File: src/logic/rsa_pkg.sv
`default_nettype none

package rsa_pkg;

    // Command code sits in bits 2 to 0 of the host command word
    typedef logic [2:0] cmd_t;

    // Debug value shown on the board LEDs
    typedef logic [3:0] led_t;

    localparam cmd_t CMD_COMPUTE_EXP  = 3'd0;
    localparam cmd_t CMD_COMPUTE_MONT = 3'd1;
    localparam cmd_t CMD_LOAD_MOD     = 3'd2;
    localparam cmd_t CMD_LOAD_R2      = 3'd3;
    localparam cmd_t CMD_LOAD_EXP     = 3'd4;
    localparam cmd_t CMD_READ_RESULT  = 3'd5;

endpackage

`default_nettype wire

File: src/logic/operand_if.sv
`timescale 1ns/1ps
`default_nettype none

interface operand_if #(
    parameter int OP_WIDTH = 32
);

    logic [OP_WIDTH-1:0] modulus;
    logic [OP_WIDTH-1:0] r_mod_m;
    logic [OP_WIDTH-1:0] r2_mod_m;
    logic [OP_WIDTH-1:0] exponent;
    logic [OP_WIDTH-1:0] base;

    modport loader (
        output modulus, r_mod_m, r2_mod_m, exponent, base
    );

    // Values stay static while the core runs
    modport core (
        input modulus, r_mod_m, r2_mod_m, exponent, base
    );

endinterface

`default_nettype wire

File: src/logic/mont_mul.sv
`timescale 1ns/1ps
`default_nettype none

module mont_mul #(
    parameter int OP_WIDTH = 32
) (
    input  logic                clk,
    input  logic                resetn,
    input  logic                start,
    input  logic [OP_WIDTH-1:0] a,
    input  logic [OP_WIDTH-1:0] b,
    input  logic [OP_WIDTH-1:0] m,
    output logic                busy,
    output logic                done,
    output logic [OP_WIDTH-1:0] p
);

    localparam int CW = $clog2(OP_WIDTH);

    typedef enum logic [1:0] {
        MM_IDLE,
        MM_SCAN,
        MM_FIN
    } state_t;

    state_t              state;
    logic [OP_WIDTH-1:0] a_sh;
    logic [OP_WIDTH:0]   acc;
    logic [OP_WIDTH:0]   acc_in;
    logic                bit_in;
    logic [OP_WIDTH+1:0] sum_ab;
    logic [OP_WIDTH+1:0] sum_m;
    logic [OP_WIDTH+1:0] diff;
    logic [CW-1:0]       cnt;

    assign busy = (state != MM_IDLE);

    // Bit 0 of a is processed on the start edge itself
    always_comb begin
        acc_in = (state == MM_IDLE) ? '0 : acc;
        bit_in = (state == MM_IDLE) ? a[0] : a_sh[0];
        sum_ab = {1'b0, acc_in} + (bit_in ? {2'b00, b} : '0);
        sum_m  = sum_ab + (sum_ab[0] ? {2'b00, m} : '0);
        diff   = {1'b0, acc} - {2'b00, m};
    end

    always_ff @(posedge clk) begin
        if (!resetn) begin
            state <= MM_IDLE;
            done  <= 1'b0;
        end else begin
            done <= 1'b0;
            case (state)
                MM_IDLE: begin
                    if (start) begin
                        acc   <= sum_m[OP_WIDTH+1:1];
                        a_sh  <= a >> 1;
                        cnt   <= CW'(1);
                        state <= MM_SCAN;
                    end
                end
                MM_SCAN: begin
                    acc  <= sum_m[OP_WIDTH+1:1];
                    a_sh <= a_sh >> 1;
                    cnt  <= cnt + 1'b1;
                    if (cnt == CW'(OP_WIDTH - 1)) begin
                        state <= MM_FIN;
                    end
                end
                MM_FIN: begin
                    // Sum is below 2m, so one subtraction is enough
                    p     <= diff[OP_WIDTH+1] ? acc[OP_WIDTH-1:0] : diff[OP_WIDTH-1:0];
                    done  <= 1'b1;
                    state <= MM_IDLE;
                end
                default: begin
                    state <= MM_IDLE;
                end
            endcase
        end
    end

    // The sequencer waits for done before issuing the next product
    a_no_start_while_busy: assert property (
        @(posedge clk) disable iff (!resetn)
        start |-> !busy
    );

endmodule

`default_nettype wire

File: src/logic/mod_exp.sv
`timescale 1ns/1ps
`default_nettype none

module mod_exp #(
    parameter int OP_WIDTH = 32
) (
    input  logic                clk,
    input  logic                resetn,
    input  logic                start,
    input  logic                mont_only,
    operand_if.core             ops,
    output logic                core_done,
    output logic [OP_WIDTH-1:0] result
);

    localparam int IW = $clog2(OP_WIDTH);

    typedef logic [OP_WIDTH-1:0] operand_t;

    typedef enum logic [2:0] {
        ME_IDLE,
        ME_CONV,
        ME_SQR,
        ME_MUL,
        ME_FIN
    } state_t;

    localparam operand_t ONE = operand_t'(1);

    state_t        state;
    operand_t      acc;
    operand_t      mul_b;
    operand_t      base_m;
    operand_t      mul_p;
    logic [IW-1:0] bit_idx;
    logic          last_bit;
    logic          mul_go;
    logic          mul_done;

    // Accumulator doubles as the a input of the multiplier
    mont_mul #(
        .OP_WIDTH(OP_WIDTH)
    ) i_mont_mul (
        .clk    (clk),
        .resetn (resetn),
        .start  (mul_go),
        .a      (acc),
        .b      (mul_b),
        .m      (ops.modulus),
        .busy   (),
        .done   (mul_done),
        .p      (mul_p)
    );

    assign last_bit = (bit_idx == '0);
    assign result   = acc;

    always_ff @(posedge clk) begin
        if (!resetn) begin
            state     <= ME_IDLE;
            mul_go    <= 1'b0;
            core_done <= 1'b0;
        end else begin
            mul_go    <= 1'b0;
            core_done <= 1'b0;
            case (state)
                ME_IDLE: begin
                    if (start) begin
                        acc     <= ops.base;
                        mul_b   <= ops.r2_mod_m;
                        bit_idx <= IW'(OP_WIDTH - 1);
                        mul_go  <= 1'b1;
                        state   <= ME_CONV;
                    end
                end
                ME_CONV: begin
                    if (mul_done && mont_only) begin
                        acc       <= mul_p;
                        core_done <= 1'b1;
                        state     <= ME_IDLE;
                    end else if (mul_done) begin
                        // Accumulator starts at 1 in Montgomery form
                        base_m <= mul_p;
                        acc    <= ops.r_mod_m;
                        mul_b  <= ops.r_mod_m;
                        mul_go <= 1'b1;
                        state  <= ME_SQR;
                    end
                end
                ME_SQR: begin
                    if (mul_done) begin
                        acc    <= mul_p;
                        mul_go <= 1'b1;
                        if (ops.exponent[bit_idx]) begin
                            mul_b <= base_m;
                            state <= ME_MUL;
                        end else if (last_bit) begin
                            mul_b <= ONE;
                            state <= ME_FIN;
                        end else begin
                            mul_b   <= mul_p;
                            bit_idx <= bit_idx - 1'b1;
                        end
                    end
                end
                ME_MUL: begin
                    if (mul_done) begin
                        acc    <= mul_p;
                        mul_go <= 1'b1;
                        if (last_bit) begin
                            mul_b <= ONE;
                            state <= ME_FIN;
                        end else begin
                            mul_b   <= mul_p;
                            bit_idx <= bit_idx - 1'b1;
                            state   <= ME_SQR;
                        end
                    end
                end
                // Product with 1 leaves the Montgomery domain
                ME_FIN: begin
                    if (mul_done) begin
                        acc       <= mul_p;
                        core_done <= 1'b1;
                        state     <= ME_IDLE;
                    end
                end
                default: begin
                    state <= ME_IDLE;
                end
            endcase
        end
    end

    a_core_done_pulse: assert property (
        @(posedge clk) disable iff (!resetn)
        core_done |=> !core_done
    );

endmodule

`default_nettype wire

File: src/logic/result_port.sv
`timescale 1ns/1ps
`default_nettype none

module result_port #(
    parameter int OP_WIDTH = 32
) (
    input  logic                  clk,
    input  logic                  resetn,
    input  logic                  core_done,
    input  logic [OP_WIDTH-1:0]   result,
    input  logic                  op_done,
    input  logic                  send_req,
    input  logic                  out_data_ready,
    input  logic                  done_read,
    output logic                  out_data_valid,
    output logic [2*OP_WIDTH-1:0] out_data,
    output logic                  done,
    output logic                  port_free
);

    typedef enum logic [1:0] {
        RP_FREE,
        RP_SEND,
        RP_ACK
    } state_t;

    state_t              state;
    logic [OP_WIDTH-1:0] result_r;

    always_ff @(posedge clk) begin
        if (core_done) begin
            result_r <= result;
        end
    end

    // Send goes through ack, a finished load goes straight to ack
    always_ff @(posedge clk) begin
        if (!resetn) begin
            state <= RP_FREE;
        end else begin
            case (state)
                RP_FREE: begin
                    if (send_req) begin
                        state <= RP_SEND;
                    end else if (op_done) begin
                        state <= RP_ACK;
                    end
                end
                RP_SEND: begin
                    if (out_data_ready) begin
                        state <= RP_ACK;
                    end
                end
                RP_ACK: begin
                    if (done_read) begin
                        state <= RP_FREE;
                    end
                end
                default: begin
                    state <= RP_FREE;
                end
            endcase
        end
    end

    assign out_data_valid = (state == RP_SEND);
    assign done           = (state == RP_ACK);
    assign port_free      = (state == RP_FREE);
    assign out_data       = {{OP_WIDTH{1'b0}}, result_r};

    a_out_data_held: assert property (
        @(posedge clk) disable iff (!resetn)
        out_data_valid && !out_data_ready |=> out_data_valid && $stable(out_data)
    );

endmodule

`default_nettype wire

File: src/logic/operand_loader.sv
`timescale 1ns/1ps
`default_nettype none

module operand_loader
    import rsa_pkg::*;
#(
    parameter int OP_WIDTH = 32
) (
    input  logic                  clk,
    input  logic                  resetn,
    input  logic [31:0]           cmd,
    input  logic                  cmd_valid,
    input  logic                  in_data_valid,
    input  logic [2*OP_WIDTH-1:0] in_data,
    input  logic                  core_done,
    input  logic                  port_free,
    output logic                  in_data_ready,
    output logic                  start,
    output logic                  mont_only,
    output logic                  op_done,
    output logic                  send_req,
    output led_t                  leds,
    operand_if.loader             ops
);

    typedef enum logic [1:0] {
        ST_IDLE,
        ST_LOAD,
        ST_RUN,
        ST_HOLD
    } state_t;

    state_t              state;
    cmd_t                cmd_code;
    cmd_t                load_cmd;
    logic                accept;
    logic [OP_WIDTH-1:0] data_lo;
    logic [OP_WIDTH-1:0] data_hi;

    assign cmd_code = cmd[2:0];
    assign accept   = cmd_valid && port_free && (state == ST_IDLE);
    assign data_lo  = in_data[OP_WIDTH-1:0];
    assign data_hi  = in_data[2*OP_WIDTH-1:OP_WIDTH];

    assign in_data_ready = (state == ST_LOAD);
    assign leds          = {2'b00, state};

    always_ff @(posedge clk) begin
        if (!resetn) begin
            state     <= ST_IDLE;
            start     <= 1'b0;
            mont_only <= 1'b0;
            op_done   <= 1'b0;
            send_req  <= 1'b0;
        end else begin
            start    <= 1'b0;
            op_done  <= 1'b0;
            send_req <= 1'b0;
            case (state)
                ST_IDLE: begin
                    if (accept) begin
                        case (cmd_code)
                            CMD_COMPUTE_EXP, CMD_COMPUTE_MONT: begin
                                mont_only <= (cmd_code == CMD_COMPUTE_MONT);
                                start     <= 1'b1;
                                state     <= ST_RUN;
                            end
                            CMD_LOAD_MOD, CMD_LOAD_R2, CMD_LOAD_EXP: begin
                                state <= ST_LOAD;
                            end
                            CMD_READ_RESULT: begin
                                send_req <= 1'b1;
                                state    <= ST_HOLD;
                            end
                            // Codes 6 and 7 are dropped
                            default: begin
                                state <= ST_IDLE;
                            end
                        endcase
                    end
                end
                ST_LOAD: begin
                    if (in_data_valid) begin
                        op_done <= 1'b1;
                        state   <= ST_HOLD;
                    end
                end
                ST_RUN: begin
                    if (core_done) begin
                        op_done <= 1'b1;
                        state   <= ST_HOLD;
                    end
                end
                // One cycle for the result port to see the pulse and drop port_free
                ST_HOLD: begin
                    state <= ST_IDLE;
                end
                default: begin
                    state <= ST_IDLE;
                end
            endcase
        end
    end

    always_ff @(posedge clk) begin
        if (accept) begin
            load_cmd <= cmd_code;
        end
        if ((state == ST_LOAD) && in_data_valid) begin
            case (load_cmd)
                CMD_LOAD_MOD: begin
                    ops.modulus <= data_lo;
                    ops.r_mod_m <= data_hi;
                end
                CMD_LOAD_R2: begin
                    ops.r2_mod_m <= data_lo;
                    ops.base     <= data_hi;
                end
                CMD_LOAD_EXP: begin
                    ops.exponent <= data_lo;
                end
                default: begin
                end
            endcase
        end
    end

    // No operand word is taken between core start and core completion
    a_no_load_during_run: assert property (
        @(posedge clk) disable iff (!resetn)
        start |-> (!in_data_ready until_with core_done)
    );

endmodule

`default_nettype wire

File: src/logic/rsa_top.sv
`timescale 1ns/1ps
`default_nettype none

module rsa_top
    import rsa_pkg::*;
#(
    parameter int OP_WIDTH = 32
) (
    input  logic                  clk,
    input  logic                  resetn,
    input  logic [31:0]           cmd,
    input  logic                  cmd_valid,
    output logic                  done,
    input  logic                  done_read,
    input  logic                  in_data_valid,
    output logic                  in_data_ready,
    input  logic [2*OP_WIDTH-1:0] in_data,
    output logic                  out_data_valid,
    input  logic                  out_data_ready,
    output logic [2*OP_WIDTH-1:0] out_data,
    output led_t                  leds
);

    logic                start;
    logic                mont_only;
    logic                op_done;
    logic                send_req;
    logic                port_free;
    logic                core_done;
    logic [OP_WIDTH-1:0] result;

    operand_if #(
        .OP_WIDTH(OP_WIDTH)
    ) ops ();

    // Input side
    operand_loader #(
        .OP_WIDTH(OP_WIDTH)
    ) i_operand_loader (
        .clk           (clk),
        .resetn        (resetn),
        .cmd           (cmd),
        .cmd_valid     (cmd_valid),
        .in_data_valid (in_data_valid),
        .in_data       (in_data),
        .core_done     (core_done),
        .port_free     (port_free),
        .in_data_ready (in_data_ready),
        .start         (start),
        .mont_only     (mont_only),
        .op_done       (op_done),
        .send_req      (send_req),
        .leds          (leds),
        .ops           (ops.loader)
    );

    mod_exp #(
        .OP_WIDTH(OP_WIDTH)
    ) i_mod_exp (
        .clk       (clk),
        .resetn    (resetn),
        .start     (start),
        .mont_only (mont_only),
        .ops       (ops.core),
        .core_done (core_done),
        .result    (result)
    );

    // Output side
    result_port #(
        .OP_WIDTH(OP_WIDTH)
    ) i_result_port (
        .clk            (clk),
        .resetn         (resetn),
        .core_done      (core_done),
        .result         (result),
        .op_done        (op_done),
        .send_req       (send_req),
        .out_data_ready (out_data_ready),
        .done_read      (done_read),
        .out_data_valid (out_data_valid),
        .out_data       (out_data),
        .done           (done),
        .port_free      (port_free)
    );

endmodule

`default_nettype wire

File: config.mk
export PLATFORM = sky130hd
export DESIGN_NAME = rsa_top
export DESIGN_NICKNAME = d
export VERILOG_FILES = /design/src/logic/rsa_pkg.sv /design/src/logic/operand_if.sv /design/src/logic/mont_mul.sv /design/src/logic/mod_exp.sv /design/src/logic/result_port.sv /design/src/logic/operand_loader.sv /design/src/logic/rsa_top.sv
export SDC_FILE = /design/constraint.sdc
export NUM_CORES = 1
export LEC_CHECK = 0
export BUFFER_PORTS_ARGS = -buffer_cell sky130_fd_sc_hd__buf_2
export CAP_MARGIN = 10
export CORE_MARGIN = 2
export CORE_UTILIZATION = 45
export CTS_CLUSTER_SIZE = 16
export DETAILED_ROUTE_END_ITERATION = 8
export PLACE_DENSITY_LB_ADDON = 0.3
export REMOVE_ABC_BUFFERS = 1
export SYNTH_ARGS = -nofsm -noshare
export SYNTH_HDL_FRONTEND = slang
export SYNTH_SLANG_ARGS = --single-unit
File: constraint.sdc
create_clock -name clk -period 11.4 [get_ports clk]
set_clock_uncertainty 0.15 [all_clocks]
set_input_delay 2.28 -clock clk [delete_from_list [all_inputs] [get_ports clk]]
set_output_delay 2.28 -clock clk [all_outputs]
set_load 0.02 [all_outputs]
### Word-level counts from Yosys, hierarchy flattened

Index checks and enable logic that the tools add are counted.

* bits in registers: 414
* output and inout bits: 71
* input bits: 102

* eq/ne operators: 38
* bitwise logic cells: 1
* order comparisons: 1
* muxes and demuxes: 66
* add/subtract/negate cells: 5
* reduce and logical (&&, ||, !) cells: 33

Operator list (count)
* $mux W32: 14
* $pmux W32 S4: 1
* $pmux W32 S3: 1
* $mux W33: 2
* $pmux W33 S2: 1
* $pmux W32 S2: 1
* $add A33 B32 Y34: 1
* $add A34 B32 Y34: 1
* $sub A33 B32 Y34: 1
* $mux W5: 6
* $mux W3: 9
* $eq A3 B2 Y1 const B: 6
* $mux W2: 9
* $ne A2 B2 Y1 const B: 9
* $pmux W3 S5: 1
* $pmux W5 S3: 1
* $reduce_and A3 Y1: 5
* $eq A3 B3 Y1 const B: 4
* $ne A2 B1 Y1 const B: 6
* $pmux W2 S3: 2
* $reduce_and A6 Y1: 2
* $mux W1: 11
* $pmux W5 S2: 1
* $reduce_and A2 Y1: 5
* other kinds (28): 44

### Depth between registers and ports, before layout

Gate-level depths: netlist of the first run.

* word-level depth: 8
* gate-level depth with buffers: 25

### By module

A second synthesis of the first run with hierarchy kept.

* cells, all modules: 1893
* area total of the unflattened synthesis: 21763.4 µm²

Modules (own cells, without submodules)
* mont_mul: cells each 1104, sequential area each 3093.0 µm², area each 9540.4 µm², instances 1
* mod_exp: cells each 505, sequential area each 3133.0 µm², area each 5610.4 µm², instances 1
* operand_loader: cells each 208, sequential area each 5014.8 µm², area each 5300.1 µm², instances 1
* result_port: cells each 76, sequential area each 1001.0 µm², area each 1312.5 µm², instances 1

### Least setup slack after synthesis of the first run

Ideal clock, no wire load.

* path type: input to register
* start point: input in_data_valid
* end point: register i_operand_loader.ops.modulus[0], enable pin
* setup slack: 1.594 ns
* required time: 10.584 ns
* data arrival time: 8.990 ns
* stages on the path: 2
* path buffers: 0
* cells stage by stage: nand2_1 nor4b_1

* word-level cells in the longest chain between the ends: 2

RTL lines
* start: declaration: RTL line rsa_top.sv:15 `input logic in_data_valid,`
* $logic_and A1 B1 Y1: RTL line operand_loader.sv:109 `if ((state == ST_LOAD) && in_data_valid) begin`
* $reduce_and A2 Y1 (no line)
* end signal: assignment: RTL line operand_loader.sv:112 `ops.modulus <= data_lo;`
* end: declaration: RTL line operand_if.sv:15 `output modulus, r_mod_m, r2_mod_m, exponent, base`

No other way between the ends.
A chain may end at the register's enable or synchronous reset.

### Worst setup path after layout of the first run

* start point: register i_mod_exp.i_mont_mul.state[1]
* end point: register i_mod_exp.i_mont_mul.acc[32] (data pin)

* word-level cells in the longest chain between the ends: 8
* elaborated cells on any way between the ends: 10
* those cells by class: add/sub: 2; eq/ne: 1; mux: 6; reduce/logical: 1

RTL lines
* start: declaration: RTL line mont_mul.sv:26 `state_t state;`
* start signal: assignment: RTL line mont_mul.sv:49 `state <= MM_IDLE;`
* start signal: assignment: RTL line mont_mul.sv:59 `state <= MM_SCAN;`
* start signal: assignment: RTL line mont_mul.sv:67 `state <= MM_FIN;`
* $logic_not A2 Y1 (*): RTL line mont_mul.sv:40, mont_mul.sv:41
* $mux W1: RTL line mont_mul.sv:41 `bit_in = (state == MM_IDLE) ? a[0] : a_sh[0];`
* $mux W32: RTL line mont_mul.sv:42 `sum_ab = {1'b0, acc_in} + (bit_in ? {2'b00, b} : '0);`
* $add A33 B32 Y34 (*): RTL line mont_mul.sv:42
* $mux W32: RTL line mont_mul.sv:43 `sum_m = sum_ab + (sum_ab[0] ? {2'b00, m} : '0);`
* $add A34 B32 Y34 (*): RTL line mont_mul.sv:43
* net i_mod_exp.i_mont_mul.sum_m[33]: RTL line mont_mul.sv:32 `logic [OP_WIDTH+1:0] sum_m;`
* $mux W33: RTL line mont_mul.sv:55 `if (start) begin`
* $pmux W33 S2 (*): RTL line mont_mul.sv:53 `case (state)`
* end signal: assignment: RTL line mont_mul.sv:56 `acc <= sum_m[OP_WIDTH+1:1];`
* end signal: assignment: RTL line mont_mul.sv:63 `acc <= sum_m[OP_WIDTH+1:1];`
* end: declaration: RTL line mont_mul.sv:28 `logic [OP_WIDTH:0] acc;`

Mark *: on every way through the listed nets, which the timed path passes. The rest lies on a longest branch. The select of a mux whose other input is x is not followed.

==> reports/qor.yml, run 1 <==
period_share: 0.580
port_buffers: 109
syn_area_um2: 21100
grt_pass1_vias: 13413
synth_simple_gate_area_frac: 0.129
cts_setup_buffers: 0
ios: 173
design.core.area_um2: 46400
grt-ovfl-total: 0
die_area_um2: 48600
via_per_inst: 5.56
hpwl_um: 35700
tightest_slew_ns: 1.11
ys_warn_count: 0
layout.cells.non_filler: 2558
antenna_left: 0
cts_max_level: 2
relSlewSlack: 0.263
cp_slowest_cell: "o311ai_0"
ir_drop_v: 0.000113
start_util: 0.455
muxShareOfSynthArea: 0.0180
crit_chain: "nor2_2 > buf_4 > mux2i_2 > buf_4 > nor2b_1 > ha_1 > fa_1 > a21oi_1 > o22ai_1 > o311ai_0 > o211a_1 > o31ai_1 > a21oi_1 > xnor2_1 > ha_1 > and3_1 > nand3_1 > nor4b_1 > a21oi_1 > a21oi_1 > a211oi_1 > a21o_1 > a21o_1"
p_leak_uw: 0.00911
async_flop_share: 0
drtIter0Drc: 1414
clk_pin_slew_ns: 0.06
synth_top_family_by_area: "compound AO/OA/AOI/OAI gates"
grt_pass1_wl_um: 76400
crit_arrival_ns: 6.76
status: "complete, no violations"
drive_gt1_frac: 0.121
clock_sinks: 413
max_freq_ghz: 0.151
dr.pass1.iters: 5
hold_buffers: 0
routabilityCongestion: 0.901
drc: 0
fp-row-count: 79
dp_cells: 2480
rsz0062_at_grt: "false"
path_max_fanout: 34
num_antenna_cells: 0
slew_viol_final: 0
cp-end-kind: "register"
start_kind: "register"
root_buffer: "clkbuf_16"
antenna_found_initial: 0
power.density_nw_per_um2: 145
ys.flop_type: "edfxtp_1"
cap_violations: 0
clockBufferDepth: 3
synth.distinct_cells: 66
die_x_um: 220
synth_area_per_cell_um2: 11.6
seq_area_frac_synth: 0.581
synth_xor_area_frac: 0.0357
clkLatencyLatePin_ns: 0.55
hold_violations: 0
crit_path_frequent_cell: "a21oi_1"
ys_ff_latch: 413
fin_nets: 2127
cts_tree: "done"
layout_common_cells: "edfxtp_1, a21oi_1, nand2_1"
criticalPathCategory: "register to register"
synth_compound_area_frac: 0.135
final_common_cell: "edfxtp_1"
setup_tns_ns: 0
synthAdderAreaFrac: 0.0646
grt_max_degree: 71
hold_path.class: "register to register"
crit_required_ns: 11.55
syn_to_final_growth_pct: 12.1
routedWlPerCell_um: 19.6
wirelength_um: 50200
timing.final.crit_period_ns: 6.61
synth_edf_count: 397
num_vias: 14227
syn-instance-count: 1813
max_stage_delay_ns: 0.55
finalSetupViolCount: 0
cts-buffers-inserted: 43
fp.dieH_um: 220
post_cts_resized: 0
grt_util_all_layers: 0.206
sequential cells by signal, indices dropped and copies added (netlist names), 32 cells and up:
signal                         flops
i_operand_loader.ops.r_mod_m      32
i_operand_loader.ops.base         32
i_mod_exp.result                  32
i_operand_loader.ops.modulus      32
i_mod_exp.i_mont_mul.acc          33
i_operand_loader.ops.exponent     32
i_operand_loader.ops.r2_mod_m     32
i_mod_exp.base_m                  32
i_mod_exp.mul_b                   32
i_result_port.result_r            32
i_mod_exp.i_mont_mul.p            32
area by class of cell:
class | instances | area [µm²]
Clock buffer | 48 | 1090
Clock inverter | 30 | 323
Fill cell | 4041 | 22700
Inverter | 67 | 251
Multi-Input combinational cell | 1265 | 8270
Sequential cell | 413 | 12200
Tap cell | 607 | 759
Timing Repair Buffer | 128 | 688
synth_stat cells, types with 10 or more instances:
library cell	count	area [µm²]
nor2_1	153	574
a31oi_1	10	62.6
and2_1	40	250
buf_4	37	278
nand3_1	21	105
and3_1	15	93.8
a221oi_1	33	289
a22oi_1	32	240
clkbuf_1	56	210
edfxtp_1	397	11900
a21oi_1	184	921
inv_1	67	251
nor2b_1	84	526
nand2_1	181	679
mux4_2	10	225
xnor2_1	52	455
a211oi_1	12	90.1
dfxtp_1	16	320
xor2_1	34	298
o21ai_0	48	240
ha_1	104	1300
nand2b_1	13	81.3
o21bai_1	11	82.6
a21o_1	46	345
nor3_1	20	100
o21a_1	11	82.6
layer usage:
layer  wire length, µm  track usage  share of wire
met3              3510       0.0302          0.070
met2             22600        0.324           0.45
met4              1030       0.0532          0.020
met1             23100        0.299           0.46
met5                 0            0              0
kinds of logic after synthesis:
kind of cell	Yosys count
other	1
and+or+nand+nor	567
adders and majority gates	107
AOI/OAI and AO/OA	447
muxes	24
DFF	413
buffers and inverters	168
xor gates and xnor gates	86
path summary, 6_finish.rpt:
kind / startpoint / to / slack [ns] / cells after the start
max: i_mod_exp.i_mont_mul.state[1]$_SDFFE_PN0P_ / i_mod_exp.i_mont_mul.acc[32]$_DFFE_PP_ / 4.79 / 23
min: i_mod_exp.result[21]$_DFFE_PP_ / i_result_port.result_r[21]$_DFFE_PP_ / 0.30 / 0
max reg2reg: i_mod_exp.i_mont_mul.state[1]$_SDFFE_PN0P_ / i_mod_exp.i_mont_mul.acc[32]$_DFFE_PP_ / 4.79 / 23
min reg2reg: i_mod_exp.result[21]$_DFFE_PP_ / i_result_port.result_r[21]$_DFFE_PP_ / 0.30 / 0
power breakdown:
group	internal, µW	leakage [µW]	total (µW)	switching, µW
clock network	834	0.000686	1430	594
logic	100	0.00473	286	186
registers	1700	0.00370	1720	17.9
stage by stage:
stage	hold WS [ns]	worst slack [ns]	utilization	power, µW	area, µm²
after floorplan	0.267	1.59	-	1940	20700
after global placement	0.286	4.83	0.479	2020	22200
after detailed placement	0.282	4.80	0.479	2030	22200
after CTS	0.297	4.76	0.510	3450	23600
after global routing	0.304	4.15	0.510	3540	23600
final	0.296	4.79	0.510	3430	23600
critical path, delay by kind of cell, from the launching register on:
kind            cells  cell delay [ns]
flops               1             0.37
buf+inv             2             0.74
fa+ha+maj           3             1.13
mux                 1             0.26
compound gates     11             2.65
simple gates        5             0.96
xor+xnor            1             0.10
Note: power is estimated with default switching activity, not from simulation.
==> inputs of run 2 (changes only) <==
--- a/config.mk
+++ b/config.mk
@@ -5,6 +5,7 @@
 export SDC_FILE = /design/constraint.sdc
 export NUM_CORES = 1
 export LEC_CHECK = 0
+export ABC_AREA = 1
 export BUFFER_PORTS_ARGS = -buffer_cell sky130_fd_sc_hd__buf_2
 export CAP_MARGIN = 10
 export CORE_MARGIN = 2
==> constraint.sdc (replaced) <==
create_clock -name clk -period 5.9 [get_ports clk]
set_clock_uncertainty 0.15 [all_clocks]
set_input_delay 1.18 -clock clk [delete_from_list [all_inputs] [get_ports clk]]
set_output_delay 1.18 -clock clk [all_outputs]
set_load 0.02 [all_outputs]
==> reports/qor.yml, run 2 <==
layout_common_cells: "nand2_1, edfxtp_1, inv_1"
synth_area_per_cell_um2: 9.21
rsz0062_at_grt: "false"
start_kind: "register"
antenna_found_initial: 0
routabilityCongestion: 0.938
multi_input_area_um2: 8770
ys_ff_latch: 413
ys_warn_count: 0
ys.flop_type: "edfxtp_1"
largest_reg_flops: 33
async_flop_share: 0
fin_nets: 2769
max_freq_ghz: 0.184
crit_required_ns: 6.05
path_buf_inv: 2
top_register: "i_mod_exp.i_mont_mul.acc"
cap_violations: 0
via_per_inst: 5.36
crit_chain: "inv_1 > nand2_1 > mux2i_2 > buf_4 > nor2_1 > ha_1 > fa_1 > nand2_1 > nand2_1 > and2_1 > a21oi_1 > o21ai_1 > nand2_1 > nand2_1 > xor2_1 > ha_1 > nand2_1 > nor4_1 > o21ai_0 > nand3b_1 > nand2_1 > nand3_1 > nand2_1"
synth_top_cell_by_area: "edfxtp_1"
drc: 0
synth_top_area_frac: 0.530
synthTopCellsByArea: "edfxtp_1, nand2_1, ha_1, inv_1, nor2_1"
nFillCells: 4565
grt_max_degree: 65
grt_pass1_vias: 17028
crit_path_frequent_cell: "nand2_1"
synth.distinct_cells: 51
syn_area_um2: 22500
cts_max_level: 2
hold_buffers: 0
synth_edf_count: 397
hold_path.class: "register to register"
drive_gt1_frac: 0.0903
synth_common_cells: "nand2_1, edfxtp_1, inv_1"
setup_slack_ns: 0.456
syn_to_final_growth_pct: 11.1
crit_arrival_ns: 5.59
dp_slack_ns: 0.509
cts_setup_buffers: 0
clock_sinks: 413
path_max_fanout: 14
synth_most_common_cell: "nand2_1"
setup_tns_ns: 0
hold_slack_ns: 0.297
cp-end-kind: "register"
num_vias: 17440
tightest_slew_ns: 1.06
dr.pass1.iters: 6
drtIter0Drc: 1735
ir_drop_v: 0.000189
die_x_um: 227
antenna_left: 0
reg2reg_slack_ns: 0.46
final_common_cell: "nand2_1"
fp.dieH_um: 227
post_cts_resized: 0
clkLatencyLatePin_ns: 0.56
grt_pass1_wl_um: 97200
crit_family: "simple AND/OR/NAND/NOR gates"
max_stage_delay_ns: 0.52
status: "complete, no violations"
root_buffer: "clkbuf_16"
port_buffers: 109
hold_violations: 0
routedWlPerCell_um: 19.9
seq_area_frac_synth: 0.545
wirelength_um: 64700
finalSetupViolCount: 0
p_leak_uw: 0.0107
start_util: 0.457
clockBufferDepth: 3
criticalPathCategory: "register to register"
p_total_uw: 11200
ios: 173
clk_pin_slew_ns: 0.06
period_share: 0.923
cp_slowest_cell: "nor4_1"
power.density_nw_per_um2: 449
slew_viol_final: 0
final-seq-area_um2: 12200
grt-ovfl-total: 0
design.core.area_um2: 49200
die_area_um2: 51700
syn-instance-count: 2440
hpwl_um: 50000
grt_util_all_layers: 0.251
cts_tree: "done"
fp-row-count: 81
cts-buffers-inserted: 41
timing.final.crit_period_ns: 5.44
relSlewSlack: 0.291
==> run 2: cell types whose count changed after synthesis, sizes merged, moves of 33 or more <==
cell,before,now
a221oi,33,0
o21ai,50,95
and2,40,2
nand4,9,57
inv,67,291
nand2,181,662
nor2b,84,0
nand3,21,129
a21oi,184,124
xnor2,52,17
nor2,153,256
==> run 2: power breakdown <==
part / switching, µW / internal (µW) / total [µW]
logic: 3200 / 1370 / 4570
clock network: 1100 / 1470 / 2560
registers: 189 / 3890 / 4080
==> run 2: cells by family after synthesis <==
group	share of synthesized area
xor+xnor	0.0288
other cells	0.000167
simple gates	0.212
flops	0.545
compound gates	0.0799
buf+inv	0.0729
mux	0.000445
fa+ha+maj	0.0606
==> run 2: path summary, 6_finish.rpt <==
kind,depth (start not counted),from,end
worst max-delay path,23,i_mod_exp.i_mont_mul.state[0]$_SDFFE_PN0P_,i_mod_exp.i_mont_mul.acc[25]$_DFFE_PP_
worst min-delay path,0,i_mod_exp.result[9]$_DFFE_PP_,i_result_port.result_r[9]$_DFFE_PP_
worst max register to register,23,i_mod_exp.i_mont_mul.state[0]$_SDFFE_PN0P_,i_mod_exp.i_mont_mul.acc[25]$_DFFE_PP_
worst min register to register,0,i_mod_exp.result[9]$_DFFE_PP_,i_result_port.result_r[9]$_DFFE_PP_
==> run 2: stage by stage <==
step,area (µm²),std cells,utilization
global route,25000,3254,0.508
finish,25000,3255,0.508
global placement,23700,3181,0.481
CTS,25000,3254,0.508
floorplan,22100,2386,-
detailed placement,23700,3181,0.481
==> run 2: cell type report <==
cell class                 instances  share of cell area
clock buffer                      51              0.0443
inverter                         292              0.0440
antenna                            1            0.000100
multi-input combinational       1681               0.351
sequential                       413               0.490
clock inverter                    22             0.00817
tap                              664              0.0333
timing repair buffer             131              0.0285
==> run 2: routing by layer <==
metal | vias to the layer above | GRT usage | wire length [µm]
met5 | - | 0 | 0
met4 | 0 | 0.0738 | 1770
met3 | 97 | 0.0453 | 5070
met2 | 655 | 0.395 | 29000
met1 | 8275 | 0.353 | 28900
li1 | 8413 | - | -
